===== src/ex_stage_pkg.sv =====
`default_nettype none

package ex_stage_pkg;

  ////////////////////////////////////////////////////////////
  // Widths
  ////////////////////////////////////////////////////////////

  // Data word and register address
  localparam int XLEN       = 32;
  localparam int REG_ADDR_W = 5;

  // Shift amount taken from the low bits of operand B
  localparam int SHAMT_W    = $clog2(XLEN);

  // One restoring step per quotient bit
  localparam int DIV_STEPS  = XLEN;
  localparam int DIV_CNT_W  = $clog2(DIV_STEPS);

  ////////////////////////////////////////////////////////////
  // Operators
  ////////////////////////////////////////////////////////////

  // ALU codes, the upper six are compare-only
  typedef enum logic [3:0] {
    ALU_ADD  = 4'h0,
    ALU_SUB  = 4'h1,
    ALU_AND  = 4'h2,
    ALU_OR   = 4'h3,
    ALU_XOR  = 4'h4,
    ALU_SLL  = 4'h5,
    ALU_SRL  = 4'h6,
    ALU_SRA  = 4'h7,
    ALU_SLT  = 4'h8,
    ALU_SLTU = 4'h9,
    ALU_BEQ  = 4'hA,
    ALU_BNE  = 4'hB,
    ALU_BLT  = 4'hC,
    ALU_BGE  = 4'hD,
    ALU_BLTU = 4'hE,
    ALU_BGEU = 4'hF
  } alu_op_e;

  typedef enum logic [1:0] {
    MUL_MUL    = 2'h0,
    MUL_MULH   = 2'h1,
    MUL_MULHSU = 2'h2,
    MUL_MULHU  = 2'h3
  } mul_op_e;

  typedef enum logic [1:0] {
    DIV_DIV  = 2'h0,
    DIV_DIVU = 2'h1,
    DIV_REM  = 2'h2,
    DIV_REMU = 2'h3
  } div_op_e;

endpackage

`default_nettype wire


===== src/ex_alu.sv =====
`timescale 1ns/1ps
`default_nettype none

module ex_alu (
  input  ex_stage_pkg::alu_op_e         operator_i,
  input  logic [ex_stage_pkg::XLEN-1:0] operand_a_i,
  input  logic [ex_stage_pkg::XLEN-1:0] operand_b_i,
  output logic [ex_stage_pkg::XLEN-1:0] result_o,
  output logic                          cmp_result_o
);
  import ex_stage_pkg::*;

  logic               is_sub;
  logic [XLEN-1:0]    adder_b;
  logic [XLEN:0]      adder_sum;
  logic               is_equal;
  logic               lt_signed;
  logic               lt_unsigned;
  logic               shift_left;
  logic               shift_arith;
  logic [SHAMT_W-1:0] shamt;
  logic [XLEN-1:0]    shift_in;
  logic [XLEN:0]      shift_ext;
  logic [XLEN:0]      shift_raw;
  logic [XLEN-1:0]    shift_out;

  ////////////////////////////////////////////////////////////
  // Adder, shared by add, subtract and all compares
  ////////////////////////////////////////////////////////////

  // Everything except ADD subtracts
  assign is_sub    = (operator_i != ALU_ADD);
  assign adder_b   = is_sub ? ~operand_b_i : operand_b_i;
  assign adder_sum = {1'b0, operand_a_i} + {1'b0, adder_b} + {{XLEN{1'b0}}, is_sub};

  assign is_equal    = (adder_sum[XLEN-1:0] == '0);
  // No carry out of a - b means a < b unsigned
  assign lt_unsigned = ~adder_sum[XLEN];
  // Differing signs decide directly, else the difference sign
  assign lt_signed   = (operand_a_i[XLEN-1] != operand_b_i[XLEN-1]) ? operand_a_i[XLEN-1]
                                                                   : adder_sum[XLEN-1];

  ////////////////////////////////////////////////////////////
  // Shifter, right only, left by bit reversal
  ////////////////////////////////////////////////////////////

  assign shift_left  = (operator_i == ALU_SLL);
  assign shift_arith = (operator_i == ALU_SRA);
  assign shamt       = operand_b_i[SHAMT_W-1:0];

  always_comb begin
    for (int i = 0; i < XLEN; i++) begin
      shift_in[i] = shift_left ? operand_a_i[XLEN-1-i] : operand_a_i[i];
    end
    // Extra top bit carries the sign for SRA
    shift_ext = {shift_arith & operand_a_i[XLEN-1], shift_in};
    shift_raw = $signed(shift_ext) >>> shamt;
    for (int i = 0; i < XLEN; i++) begin
      shift_out[i] = shift_left ? shift_raw[XLEN-1-i] : shift_raw[i];
    end
  end

  // Result mux
  always_comb begin
    case (operator_i)
      ALU_AND:  result_o = operand_a_i & operand_b_i;
      ALU_OR:   result_o = operand_a_i | operand_b_i;
      ALU_XOR:  result_o = operand_a_i ^ operand_b_i;
      ALU_SLL,
      ALU_SRL,
      ALU_SRA:  result_o = shift_out;
      ALU_SLT:  result_o = {{(XLEN-1){1'b0}}, lt_signed};
      ALU_SLTU: result_o = {{(XLEN-1){1'b0}}, lt_unsigned};
      default:  result_o = adder_sum[XLEN-1:0];
    endcase
  end

  // Branch compare
  always_comb begin
    case (operator_i)
      ALU_BEQ:  cmp_result_o = is_equal;
      ALU_BNE:  cmp_result_o = ~is_equal;
      ALU_BLT:  cmp_result_o = lt_signed;
      ALU_BGE:  cmp_result_o = ~lt_signed;
      ALU_BLTU: cmp_result_o = lt_unsigned;
      ALU_BGEU: cmp_result_o = ~lt_unsigned;
      default:  cmp_result_o = 1'b0;
    endcase
  end

endmodule

`default_nettype wire


===== src/ex_mult.sv =====
`timescale 1ns/1ps
`default_nettype none

module ex_mult (
  input  logic                          clk,
  input  logic                          rst_n,
  input  ex_stage_pkg::mul_op_e         operator_i,
  input  logic [ex_stage_pkg::XLEN-1:0] op_a_i,
  input  logic [ex_stage_pkg::XLEN-1:0] op_b_i,
  input  logic                          valid_i,
  input  logic                          ready_i,
  output logic                          ready_o,
  output logic                          valid_o,
  output logic [ex_stage_pkg::XLEN-1:0] result_o
);
  import ex_stage_pkg::*;

  logic                     a_signed;
  logic                     b_signed;
  logic signed [XLEN:0]     a_ext;
  logic signed [XLEN:0]     b_ext;
  logic signed [2*XLEN+1:0] product_q;
  logic                     sel_high_q;
  logic                     busy_q;
  logic                     start;

  // Sign handling per operator
  assign a_signed = (operator_i == MUL_MULH) || (operator_i == MUL_MULHSU);
  assign b_signed = (operator_i == MUL_MULH);
  assign a_ext    = {a_signed & op_a_i[XLEN-1], op_a_i};
  assign b_ext    = {b_signed & op_b_i[XLEN-1], op_b_i};

  // First cycle of a new multiply
  assign start = valid_i && !busy_q;

  // Busy while a product waits for write-back
  always_ff @(posedge clk or negedge rst_n) begin
    if (!rst_n) begin
      busy_q <= 1'b0;
    end else if (!valid_i) begin
      // Killed or halted, drop the product
      busy_q <= 1'b0;
    end else if (!busy_q) begin
      busy_q <= 1'b1;
    end else if (ready_i) begin
      busy_q <= 1'b0;
    end
  end

  // Product and word select
  always_ff @(posedge clk) begin
    if (start) begin
      product_q  <= a_ext * b_ext;
      sel_high_q <= (operator_i != MUL_MUL);
    end
  end

  assign result_o = sel_high_q ? product_q[2*XLEN-1:XLEN] : product_q[XLEN-1:0];
  assign valid_o  = busy_q;
  // Stall decode until the product has left
  assign ready_o  = (!busy_q && !valid_i) || (busy_q && ready_i);

endmodule

`default_nettype wire


===== src/ex_div.sv =====
`timescale 1ns/1ps
`default_nettype none

module ex_div (
  input  logic                          clk,
  input  logic                          rst_n,
  input  ex_stage_pkg::div_op_e         operator_i,
  input  logic [ex_stage_pkg::XLEN-1:0] op_a_i,
  input  logic [ex_stage_pkg::XLEN-1:0] op_b_i,
  input  logic                          valid_i,
  input  logic                          ready_i,
  output logic                          ready_o,
  output logic                          valid_o,
  output logic [ex_stage_pkg::XLEN-1:0] result_o
);
  import ex_stage_pkg::*;

  logic                 is_signed;
  logic                 a_neg;
  logic                 b_neg;
  logic [XLEN-1:0]      a_mag;
  logic [XLEN-1:0]      b_mag;
  logic                 load;
  logic                 busy_q;
  logic                 done_q;
  logic [DIV_CNT_W-1:0] cnt_q;
  logic [XLEN-1:0]      rem_q;
  logic [XLEN-1:0]      quo_q;
  logic [XLEN-1:0]      divisor_q;
  logic                 quo_neg_q;
  logic                 rem_neg_q;
  logic                 is_rem_q;
  logic [XLEN:0]        rem_shift;
  logic [XLEN:0]        rem_diff;

  ////////////////////////////////////////////////////////////
  // Operand preparation
  ////////////////////////////////////////////////////////////

  assign is_signed = (operator_i == DIV_DIV) || (operator_i == DIV_REM);
  assign a_neg     = is_signed && op_a_i[XLEN-1];
  assign b_neg     = is_signed && op_b_i[XLEN-1];
  // Most negative value keeps its bits as magnitude 2^(XLEN-1)
  assign a_mag     = a_neg ? -op_a_i : op_a_i;
  assign b_mag     = b_neg ? -op_b_i : op_b_i;

  assign load = valid_i && !busy_q && !done_q;

  // Control, one load cycle then DIV_STEPS steps
  always_ff @(posedge clk or negedge rst_n) begin
    if (!rst_n) begin
      busy_q <= 1'b0;
      done_q <= 1'b0;
      cnt_q  <= '0;
    end else if (!valid_i) begin
      busy_q <= 1'b0;
      done_q <= 1'b0;
      cnt_q  <= '0;
    end else if (load) begin
      busy_q <= 1'b1;
      cnt_q  <= '0;
    end else if (busy_q) begin
      cnt_q <= cnt_q + 1'b1;
      if (cnt_q == DIV_CNT_W'(DIV_STEPS - 1)) begin
        busy_q <= 1'b0;
        done_q <= 1'b1;
      end
    end else if (ready_i) begin
      done_q <= 1'b0;
    end
  end

  // Restoring step, shift in next dividend bit and try subtract
  assign rem_shift = {rem_q, quo_q[XLEN-1]};
  assign rem_diff  = rem_shift - {1'b0, divisor_q};

  // Datapath
  always_ff @(posedge clk) begin
    if (load) begin
      rem_q     <= '0;
      quo_q     <= a_mag;
      divisor_q <= b_mag;
      // Zero divisor keeps the all-ones quotient unsigned
      quo_neg_q <= (a_neg ^ b_neg) && (op_b_i != '0);
      rem_neg_q <= a_neg;
      is_rem_q  <= (operator_i == DIV_REM) || (operator_i == DIV_REMU);
    end else if (busy_q) begin
      if (!rem_diff[XLEN]) begin
        rem_q <= rem_diff[XLEN-1:0];
        quo_q <= {quo_q[XLEN-2:0], 1'b1};
      end else begin
        rem_q <= rem_shift[XLEN-1:0];
        quo_q <= {quo_q[XLEN-2:0], 1'b0};
      end
    end
  end

  // Sign fix and select
  assign result_o = is_rem_q ? (rem_neg_q ? -rem_q : rem_q)
                             : (quo_neg_q ? -quo_q : quo_q);
  assign valid_o  = done_q;
  assign ready_o  = (!busy_q && !done_q && !valid_i) || (done_q && ready_i);

endmodule

`default_nettype wire


===== src/ex_wb_reg.sv =====
`timescale 1ns/1ps
`default_nettype none

module ex_wb_reg (
  input  logic                                clk,
  input  logic                                rst_n,
  input  logic                                ex_valid_i,
  input  logic                                wb_ready_i,
  input  logic                                mul_en_i,
  input  logic                                div_en_i,
  input  logic [ex_stage_pkg::XLEN-1:0]       alu_result_i,
  input  logic [ex_stage_pkg::XLEN-1:0]       mul_result_i,
  input  logic [ex_stage_pkg::XLEN-1:0]       div_result_i,
  input  logic                                rf_we_i,
  input  logic [ex_stage_pkg::REG_ADDR_W-1:0] rf_waddr_i,
  input  logic [ex_stage_pkg::XLEN-1:0]       pc_i,
  input  logic                                branch_taken_i,
  output logic                                wb_valid_o,
  output logic                                wb_rf_we_o,
  output logic                                wb_branch_taken_o,
  output logic [ex_stage_pkg::REG_ADDR_W-1:0] wb_rf_waddr_o,
  output logic [ex_stage_pkg::XLEN-1:0]       wb_rf_wdata_o,
  output logic [ex_stage_pkg::XLEN-1:0]       wb_pc_o
);
  import ex_stage_pkg::*;

  logic [XLEN-1:0] wdata_sel;
  logic            load;

  // Result select, ALU by default
  always_comb begin
    if (mul_en_i) begin
      wdata_sel = mul_result_i;
    end else if (div_en_i) begin
      wdata_sel = div_result_i;
    end else begin
      wdata_sel = alu_result_i;
    end
  end

  assign load = ex_valid_i && wb_ready_i;

  ////////////////////////////////////////////////////////////
  // EX/WB register
  ////////////////////////////////////////////////////////////

  always_ff @(posedge clk or negedge rst_n) begin
    if (!rst_n) begin
      wb_valid_o        <= 1'b0;
      wb_rf_we_o        <= 1'b0;
      wb_branch_taken_o <= 1'b0;
    end else if (load) begin
      wb_valid_o        <= 1'b1;
      wb_rf_we_o        <= rf_we_i;
      wb_branch_taken_o <= branch_taken_i;
    end else if (wb_ready_i) begin
      // Nothing to pass on, so send a bubble
      wb_valid_o <= 1'b0;
    end
  end

  // Payload
  always_ff @(posedge clk) begin
    if (load) begin
      wb_pc_o <= pc_i;
      // Write data only moves for register writes
      if (rf_we_i) begin
        wb_rf_waddr_o <= rf_waddr_i;
        wb_rf_wdata_o <= wdata_sel;
      end
    end
  end

endmodule

`default_nettype wire


===== src/ex_stage.sv =====
`timescale 1ns/1ps
`default_nettype none

module ex_stage (
  input  logic                                clk,
  input  logic                                rst_n,
  // Decode side
  input  logic                                instr_valid_i,
  input  logic                                alu_en_i,
  input  logic                                mul_en_i,
  input  logic                                div_en_i,
  input  logic                                branch_en_i,
  input  ex_stage_pkg::alu_op_e               alu_operator_i,
  input  ex_stage_pkg::mul_op_e               mul_operator_i,
  input  ex_stage_pkg::div_op_e               div_operator_i,
  input  logic [ex_stage_pkg::XLEN-1:0]       operand_a_i,
  input  logic [ex_stage_pkg::XLEN-1:0]       operand_b_i,
  input  logic [ex_stage_pkg::XLEN-1:0]       operand_c_i,
  input  logic                                rf_we_i,
  input  logic [ex_stage_pkg::REG_ADDR_W-1:0] rf_waddr_i,
  input  logic [ex_stage_pkg::XLEN-1:0]       pc_i,
  output logic                                ex_ready_o,
  // Controller
  input  logic                                kill_ex_i,
  input  logic                                halt_ex_i,
  // Branch to fetch
  output logic                                branch_decision_o,
  output logic [ex_stage_pkg::XLEN-1:0]       branch_target_o,
  // Write-back side
  output logic                                wb_valid_o,
  output logic                                wb_rf_we_o,
  output logic [ex_stage_pkg::REG_ADDR_W-1:0] wb_rf_waddr_o,
  output logic [ex_stage_pkg::XLEN-1:0]       wb_rf_wdata_o,
  output logic [ex_stage_pkg::XLEN-1:0]       wb_pc_o,
  output logic                                wb_branch_taken_o,
  input  logic                                wb_ready_i
);
  import ex_stage_pkg::*;

  logic            instr_valid;
  logic            alu_ready;
  logic            mul_valid_in;
  logic            mul_valid;
  logic            mul_ready;
  logic            div_valid_in;
  logic            div_valid;
  logic            div_ready;
  logic            ex_valid;
  logic [XLEN-1:0] alu_result;
  logic            alu_cmp_result;
  logic [XLEN-1:0] mul_result;
  logic [XLEN-1:0] div_result;

  // Kill and halt mask the instruction
  assign instr_valid  = instr_valid_i && !kill_ex_i && !halt_ex_i;
  assign mul_valid_in = mul_en_i && instr_valid;
  assign div_valid_in = div_en_i && instr_valid;

  // Single-cycle ALU
  assign alu_ready = wb_ready_i;

  // Enabled unit has a result, the ALU always does
  assign ex_valid = (alu_en_i ||
                     (mul_en_i && mul_valid) ||
                     (div_en_i && div_valid)) && instr_valid;

  // Kill frees the stage at once
  assign ex_ready_o = kill_ex_i || (alu_ready && mul_ready && div_ready && !halt_ex_i);

  // Branch outputs in the same cycle
  assign branch_decision_o = alu_cmp_result && branch_en_i && instr_valid;
  assign branch_target_o   = operand_c_i;

  ////////////////////////////////////////////////////////////
  // Units
  ////////////////////////////////////////////////////////////

  ex_alu u_alu (
    .operator_i   (alu_operator_i),
    .operand_a_i  (operand_a_i),
    .operand_b_i  (operand_b_i),
    .result_o     (alu_result),
    .cmp_result_o (alu_cmp_result)
  );

  ex_mult u_mult (
    .clk        (clk),
    .rst_n      (rst_n),
    .operator_i (mul_operator_i),
    .op_a_i     (operand_a_i),
    .op_b_i     (operand_b_i),
    .valid_i    (mul_valid_in),
    .ready_i    (wb_ready_i),
    .ready_o    (mul_ready),
    .valid_o    (mul_valid),
    .result_o   (mul_result)
  );

  ex_div u_div (
    .clk        (clk),
    .rst_n      (rst_n),
    .operator_i (div_operator_i),
    .op_a_i     (operand_a_i),
    .op_b_i     (operand_b_i),
    .valid_i    (div_valid_in),
    .ready_i    (wb_ready_i),
    .ready_o    (div_ready),
    .valid_o    (div_valid),
    .result_o   (div_result)
  );

  // EX/WB register
  ex_wb_reg u_ex_wb (
    .clk               (clk),
    .rst_n             (rst_n),
    .ex_valid_i        (ex_valid),
    .wb_ready_i        (wb_ready_i),
    .mul_en_i          (mul_en_i),
    .div_en_i          (div_en_i),
    .alu_result_i      (alu_result),
    .mul_result_i      (mul_result),
    .div_result_i      (div_result),
    .rf_we_i           (rf_we_i),
    .rf_waddr_i        (rf_waddr_i),
    .pc_i              (pc_i),
    .branch_taken_i    (branch_decision_o),
    .wb_valid_o        (wb_valid_o),
    .wb_rf_we_o        (wb_rf_we_o),
    .wb_branch_taken_o (wb_branch_taken_o),
    .wb_rf_waddr_o     (wb_rf_waddr_o),
    .wb_rf_wdata_o     (wb_rf_wdata_o),
    .wb_pc_o           (wb_pc_o)
  );

endmodule

`default_nettype wire


===== config.mk =====
export PLATFORM = sky130hd
export DESIGN_NAME = ex_stage
export DESIGN_NICKNAME = d
export VERILOG_FILES = /design/src/ex_stage_pkg.sv /design/src/ex_alu.sv /design/src/ex_mult.sv /design/src/ex_div.sv /design/src/ex_wb_reg.sv /design/src/ex_stage.sv
export SDC_FILE = /design/constraint.sdc
export NUM_CORES = 2
export LEC_CHECK = 0
export BUFFER_PORTS_ARGS = -buffer_cell sky130_fd_sc_hd__buf_2
export CAP_MARGIN = 20
export CELL_PAD_IN_SITES_DETAIL_PLACEMENT = 1
export CELL_PAD_IN_SITES_GLOBAL_PLACEMENT = 2
export CORE_AREA = 2 2 315 550
export CTS_CLUSTER_DIAMETER = 40
export DETAILED_ROUTE_END_ITERATION = 10
export DIE_AREA = 0 0 317 552
export PLACE_DENSITY_LB_ADDON = 0.1
export SLEW_MARGIN = 10
export SYNTH_ARGS = -nofsm -noshare
export SYNTH_HDL_FRONTEND = slang
export SYNTH_HIERARCHICAL = 1
export SYNTH_SLANG_ARGS = --single-unit

===== constraint.sdc =====
create_clock -name clk -period 4.96 [get_ports clk]
set_input_delay 0.248 -clock clk [delete_from_list [all_inputs] [get_ports clk]]
set_output_delay 0.248 -clock clk [all_outputs]
set_load 0.02 [all_outputs]

* Word-level counts from Yosys, hierarchy flattened
Cells that the tools add are included.
** Word-level totals
- Register bits after elaboration :: 244
- Output and inout bits :: 106
- Word-level logic and storage cells :: 208
** Cells by class
- Shift-type cells :: 1
- Mux-type cells :: 96
- $mul :: 1
- Bitwise operators :: 11
- Reduce and logical (&&, ||, !) cells :: 49
- Equality and inequality tests :: 24
- Add/subtract/negate cells :: 8
** Operator list (count)
- 32-bit 2-to-1 mux :: 12
- 32-bit case mux with 6 select lines :: 1
- 32-bit negator :: 4
- 1-bit 2-to-1 mux :: 79
- 33-bit by 33-bit multiplier with 64-bit output :: 1
- 32-bit by 32-bit adder with 33-bit output :: 1
- 33-bit by 1-bit adder with 33-bit output :: 1
- 33-bit by 5-bit >>> shifter with 32-bit output :: 1
- 33-bit by 32-bit subtractor with 33-bit output :: 1
- 32-bit bitwise AND :: 1
- 4-bit == test (second input constant) :: 8
- 32-bit zero test :: 1
- 32-bit inverter :: 1
- 32-bit OR :: 1
- 32-bit nonzero test :: 1
- 32-bit XOR :: 1
- 1-bit logical AND :: 24
- 4-bit by 3-bit == test with 1-bit output (second input constant) :: 4
- 5-bit 2-to-1 mux :: 3
- 3-bit inequality test (second input constant) :: 3
- 4-bit by 2-bit == test with 1-bit output (second input constant) :: 2
- 1-bit logical OR :: 8
- 1-bit zero test :: 7
- 2-bit == test (second input constant) :: 3
- other kinds (15) :: 21

* Depth between registers and ports, before layout
- Depth in word-level cells :: 11
- Mapped depth :: 31

* By module
The synthesis kept the hierarchy.
** By module, submodules not included
- ex_mult :: cells each 4401, sequential area each 1976.9 µm², times used 1, area an instance 40608.9 µm²
- ex_div :: cells each 1090, sequential area each 2827.7 µm², times used 1, area an instance 8874.8 µm²
- ex_alu :: cells each 940, sequential area each 0.0 µm², times used 1, area an instance 6557.5 µm²
- ex_wb_reg :: cells each 186, sequential area each 2147.1 µm², times used 1, area an instance 2902.8 µm²
- ex_stage :: cells each 40, sequential area each 0.0 µm², times used 1, area an instance 304.0 µm²

* Worst setup path before layout
OpenSTA, ideal clock, no wires.
- Path type :: input -> register
- Start :: in mul_operator_i[1]
- End :: reg u_mult.product_q[61] (data pin)
- Setup time :: 0.132 ns
- Arrival time :: 7.973 ns
- Cell stages on the path :: 28
- Slack :: -3.145 ns
- Required time :: 4.828 ns
- Cell sequence :: inv_1 -> ha_1 -> and2_1 -> clkbuf_1 -> clkbuf_1 -> nand2_1 -> inv_1 -> fa_1 -> inv_1 -> fa_1 -> inv_1 -> fa_1 -> fa_1 -> inv_1 -> fa_1 -> fa_1 -> fa_1 -> fa_1 -> inv_1 -> ha_1 -> a21o_1 -> o21bai_1 -> a21o_1 -> a21oi_1 -> o21ai_0 -> mux2_2 -> a311oi_1 -> and3_1
** On the way
- Longest elaborated chain between the ends :: 4
- Elaborated cells on any way between the ends :: 6
** RTL lines
- start, declared :: RTL line ex_stage.sv:14 : input ex_stage_pkg::mul_op_e mul_operator_i,
- 2-bit by 1-bit == test with 1-bit output / 2-bit == test (equally long branches) :: RTL line ex_mult.sv:28, ex_mult.sv:29
- 1-bit logical OR :: RTL line ex_mult.sv:28 : assign a_signed = (operator_i == MUL_MULH) || (operator_i == MUL_MULHSU);
- 1-bit bitwise AND :: RTL line ex_mult.sv:30 : assign a_ext = {a_signed & op_a_i[XLEN-1], op_a_i};
- 33-bit by 33-bit multiplier with 64-bit output (*) :: RTL line ex_mult.sv:53 : product_q <= a_ext * b_ext;
- end signal, assigned :: RTL line ex_mult.sv:53
- end, declared :: RTL line ex_mult.sv:22 : logic signed [2*XLEN+1:0] product_q;
Mark *: on every way between the ends. The rest lies on a longest branch, timed or not.
A chain may end at the register's enable or synchronous reset.

* Final worst setup path
Ends and elaborated chain as after synthesis.

==> impl_results.md <==
- Aggregate global-route resource usage: 0.3242
- Number of DRC violations after detailed-routing iteration 0: 2286
- Synthesized netlist net count: 8283
- Setup slack of the worst register-to-register path: 0.85 ns
- Number of cell instances on the worst register-to-register path: 10
- Portion of the post-synthesis area used by sequential elements: 0.1173
- TritonCTS clock tree: yes
- Number of setup violations in the final report: 55
- Maxcap violations: 0
- Core occupancy in the finished layout: 0.4479
- Number of pins with negative max-slew slack in the final report: 0
- Number of buffers created by CTS: 28
- Final TNS setup: -93.14 ns
- CP most frequent cell: sky130_fd_sc_hd__fa_2
- Routed wire length: 284900 um
- Arrival time at the worst endpoint: 7.70 ns
- Multi-input gate area in the final layout: 48690 um^2
- Actual slew at the worst max-slew pin: 1.258 ns
- Worst setup SP type: input pin
- Area growth syn-to-layout: 29.08%
- Count of endpoints failing hold in the final timing report: 0
- Post-detailed-placement half-perimeter wirelength: 237500 um
- FMAX: 0.1372 GHz
- Cell at the root of the clock tree: sky130_fd_sc_hd__clkbuf_16
- Crit share post-route: 1.469
- Synth Area per Inst: 8.900 um^2
- Gr ovfl total: 0
- Min-Delay Endpoint: u_ex_wb/wb_branch_taken_o
- Y dimension of the die: 552 um
- Synth cell types: 114
- Overall die width: 317 um
- Crit Reg-Reg Endpoint: u_ex_wb/wb_rf_wdata_o[31]
- RSZ-0062 raised after global routing: yes
- Top cell types by occurrence after synthesis: 1318 x sky130_fd_sc_hd__inv_1, 1127 x sky130_fd_sc_hd__fa_1, 1034 x sky130_fd_sc_hd__nand2_1
- Maximum number of pins on one net before global-route repair: 66
- Tmin final: 7.287 ns
- Final clock skew: 0.03812 ns
- CP required: 5.38 ns
- Yosys reg bits: 244
- Residual DRC: 0
- Number of enable flip-flop cells after synthesis: 201
- Worst-Skew Late Latency: 0.66 ns
- Dominant cells by area after synthesis: sky130_fd_sc_hd__fa_1 38%, sky130_fd_sc_hd__edfxtp_1 10%, sky130_fd_sc_hd__inv_1 8.4%, sky130_fd_sc_hd__ha_1 7.3%, sky130_fd_sc_hd__nand2_1 6.6%
- R2r startpoint: u_div/rem_q[2]
- Wire length per cell after detailed routing: 28.74 um
- Path type of the worst setup path: input pin to register
- Worst hold stages: 3
- Cell type with the highest aggregate area in the netlist: sky130_fd_sc_hd__fa_1
- Sort of element at the end of the critical path: register
- Via count of the first global-routing pass: 59540
- Antenna Nets Post-Route: 0
- CP peak stage delay: 0.62 ns
- Fraction of final layout cells with drive strength greater than 1: 0.2543
- Number of clock sinks: 244
- Type of the worst min-delay path: input pin to register
- Final worst slack: -2.327 ns
- Cell count after synthesis: 6657
- Wire length of the first global-routing pass: 404500 um
- Yosys warning count: 6
- Via-per-instance ratio: 5.235
- Status: finished with violations
- Final non-filler cell area: 76480 um^2
- Number of detailed-routing iterations run before antenna repair: 5
- Placement Rows: 201
- Top-level port count: 258
- Initial antenna violation count: 22
- Number of nets in the finished design: 9273
- Netlist area before placement: 59250 um^2
- Primary FF master, synth: sky130_fd_sc_hd__edfxtp_1
- Max H-tree Level: 1
- Post-synthesis async set-or-reset flop share: 0.04508
- Total area of sequential cells: 6953 um^2
- RePlAce Congestion: 0.9995
- Core area: 170800 um^2
- Number of input and output port buffers inserted: 193
- Area enclosed by the die boundary: 175000 um^2
- Via total after detailed routing: 51900
- Relative max-transition margin: 0.1614
- Effective utilization at floorplan: 0.3470
- Placed cell areas: 69790 um^2
- CP Max Fanout: 5
- CTS clock-pin slew for the worst setup and hold paths: 0.07 ns
- Yosys top cell area share: 0.3808
- Most common cell in the synthesized netlist: sky130_fd_sc_hd__inv_1
- Failing checks: negative setup slack
- Max Root-Sink Buffers: 3
- Filler cells: 19570
- Hold Startpoint: branch_en_i
- Slowest CP cell: sky130_fd_sc_hd__fa_2
[logic make-up (layout without fill, tap and decap cells)]
group | Yosys count | after routing | synth area share
compound gates | 847 | 847 | 0.09262
flops | 244 | 244 | 0.1173
fa+ha+maj | 1474 | 1474 | 0.4541
buf+inv | 1723 | 2735 | 0.1126
other cells | 0 | 11 | 0
mux | 181 | 181 | 0.03290
xor+xnor | 285 | 285 | 0.04213
simple gates | 1903 | 1903 | 0.1483
[area by class of cell]
| type | count | share of cell area |
|---|---|---|
| multi-input cells | 4690 | 0.6366 |
| repair buffers | 1359 | 0.1572 |
| flip-flops and latches | 244 | 0.09092 |
| inverters | 1324 | 0.06544 |
| well taps | 2233 | 0.03653 |
| clock buffers | 29 | 0.009211 |
| clock inverters | 23 | 0.003681 |
| diodes | 11 | 0.0003599 |
[sequential cells by signal (all words and copies together), names as in the netlist]
name / count
u_mult/product_q: 64
u_div/divisor_q: 32
u_div/quo_q: 32
u_div/rem_q: 32
u_ex_wb/wb_pc_o: 32
u_ex_wb/wb_rf_wdata_o: 32
u_div/cnt_q: 5
u_ex_wb/wb_rf_waddr_o: 5
u_div/busy_q: 1
u_div/is_rem_q: 1
u_div/quo_neg_q: 1
u_div/rem_neg_q: 1
u_div/valid_o: 1
u_ex_wb/wb_branch_taken_o: 1
u_ex_wb/wb_rf_we_o: 1
u_ex_wb/wb_valid_o: 1
u_mult/sel_high_q: 1
u_mult/valid_o: 1
[worst max-delay path: cells and delay by family]
kind	cells	cell delay [ns]
compound gates	5	1.02
fa+ha+maj	10	4.61
simple gates	5	0.89
buf+inv	10	0.90
[cell usage in the layout, fill, tap and decap left out, types with 39 or more instances in the layout]
cell,synthesis,routed
sky130_fd_sc_hd__a21o_1,44,44
sky130_fd_sc_hd__a21oi_1,267,210
sky130_fd_sc_hd__and2_1,284,260
sky130_fd_sc_hd__and3_1,45,39
sky130_fd_sc_hd__buf_12,3,71
sky130_fd_sc_hd__buf_2,21,140
sky130_fd_sc_hd__buf_4,32,925
sky130_fd_sc_hd__buf_6,1,136
sky130_fd_sc_hd__dlygate4sd3_1,0,42
sky130_fd_sc_hd__edfxtp_1,201,201
sky130_fd_sc_hd__fa_1,1127,1070
sky130_fd_sc_hd__fa_2,0,57
sky130_fd_sc_hd__ha_1,347,288
sky130_fd_sc_hd__ha_4,0,57
sky130_fd_sc_hd__inv_1,1318,1241
sky130_fd_sc_hd__inv_2,2,71
sky130_fd_sc_hd__mux2i_1,137,137
sky130_fd_sc_hd__nand2_1,1034,1000
sky130_fd_sc_hd__nand3_1,74,66
sky130_fd_sc_hd__nor2_1,231,212
sky130_fd_sc_hd__o21ai_0,155,126
sky130_fd_sc_hd__o21ai_1,35,39
sky130_fd_sc_hd__xnor2_1,193,159
sky130_fd_sc_hd__xor2_1,92,78
[routing by layer]
layer	vias up	GRT usage	routed length (um)	part of all wire
met5	-	0	39	0.00014
met1	27020	0.3119	92600	0.32
met4	6	0.2793	31000	0.11
met3	770	0.03132	8731	0.031
met2	1382	0.6061	152600	0.54
li1	22720	-	-	-
[per-stage QoR]
stage	std cells	hold slack [ns]	setup WS [ns]
5_1_grt	9905	0.02283	-2.530
6_report	9913	0.02245	-2.327
4_1_cts	9845	0.0007976	-2.250
3_3_place_gp	9665	0.1369	-3.353
3_5_place_dp	9665	0.1390	-3.335
2_1_floorplan	6657	-0.04759	-2.596
[timing repair]
action,4_1_cts,5_1_grt
endpoints found under the setup margin,56,54
buffers inserted,96,67
hold endpoints to repair,52,0
cloned,10,5
hold buffers,42,0
pin swaps,302,208
resized for setup,575,281
[worst max path at each step]
| stage | startpoint | to | slack (ns) | cells past startpoint |
|---|---|---|---|---|
| 6_report | mul_operator_i[1] | u_mult/product_q[61] | -2.33 | 30 |
| 5_1_grt | mul_operator_i[1] | u_mult/product_q[61] | -2.53 | 30 |
| 4_1_cts | mul_operator_i[1] | u_mult/product_q[61] | -2.25 | 30 |
| 3_5_place_dp | operand_a_i[31] | u_mult/product_q[61] | -3.33 | 29 |
| 3_3_place_gp | operand_a_i[31] | u_mult/product_q[61] | -3.35 | 29 |
| 2_1_floorplan | mul_operator_i[1] | u_mult/product_q[61] | -2.60 | 29 |
Power is left out: the tool's default activity adds up to more than one toggle a clock period on the data nets, which glitch-free logic cannot reach.
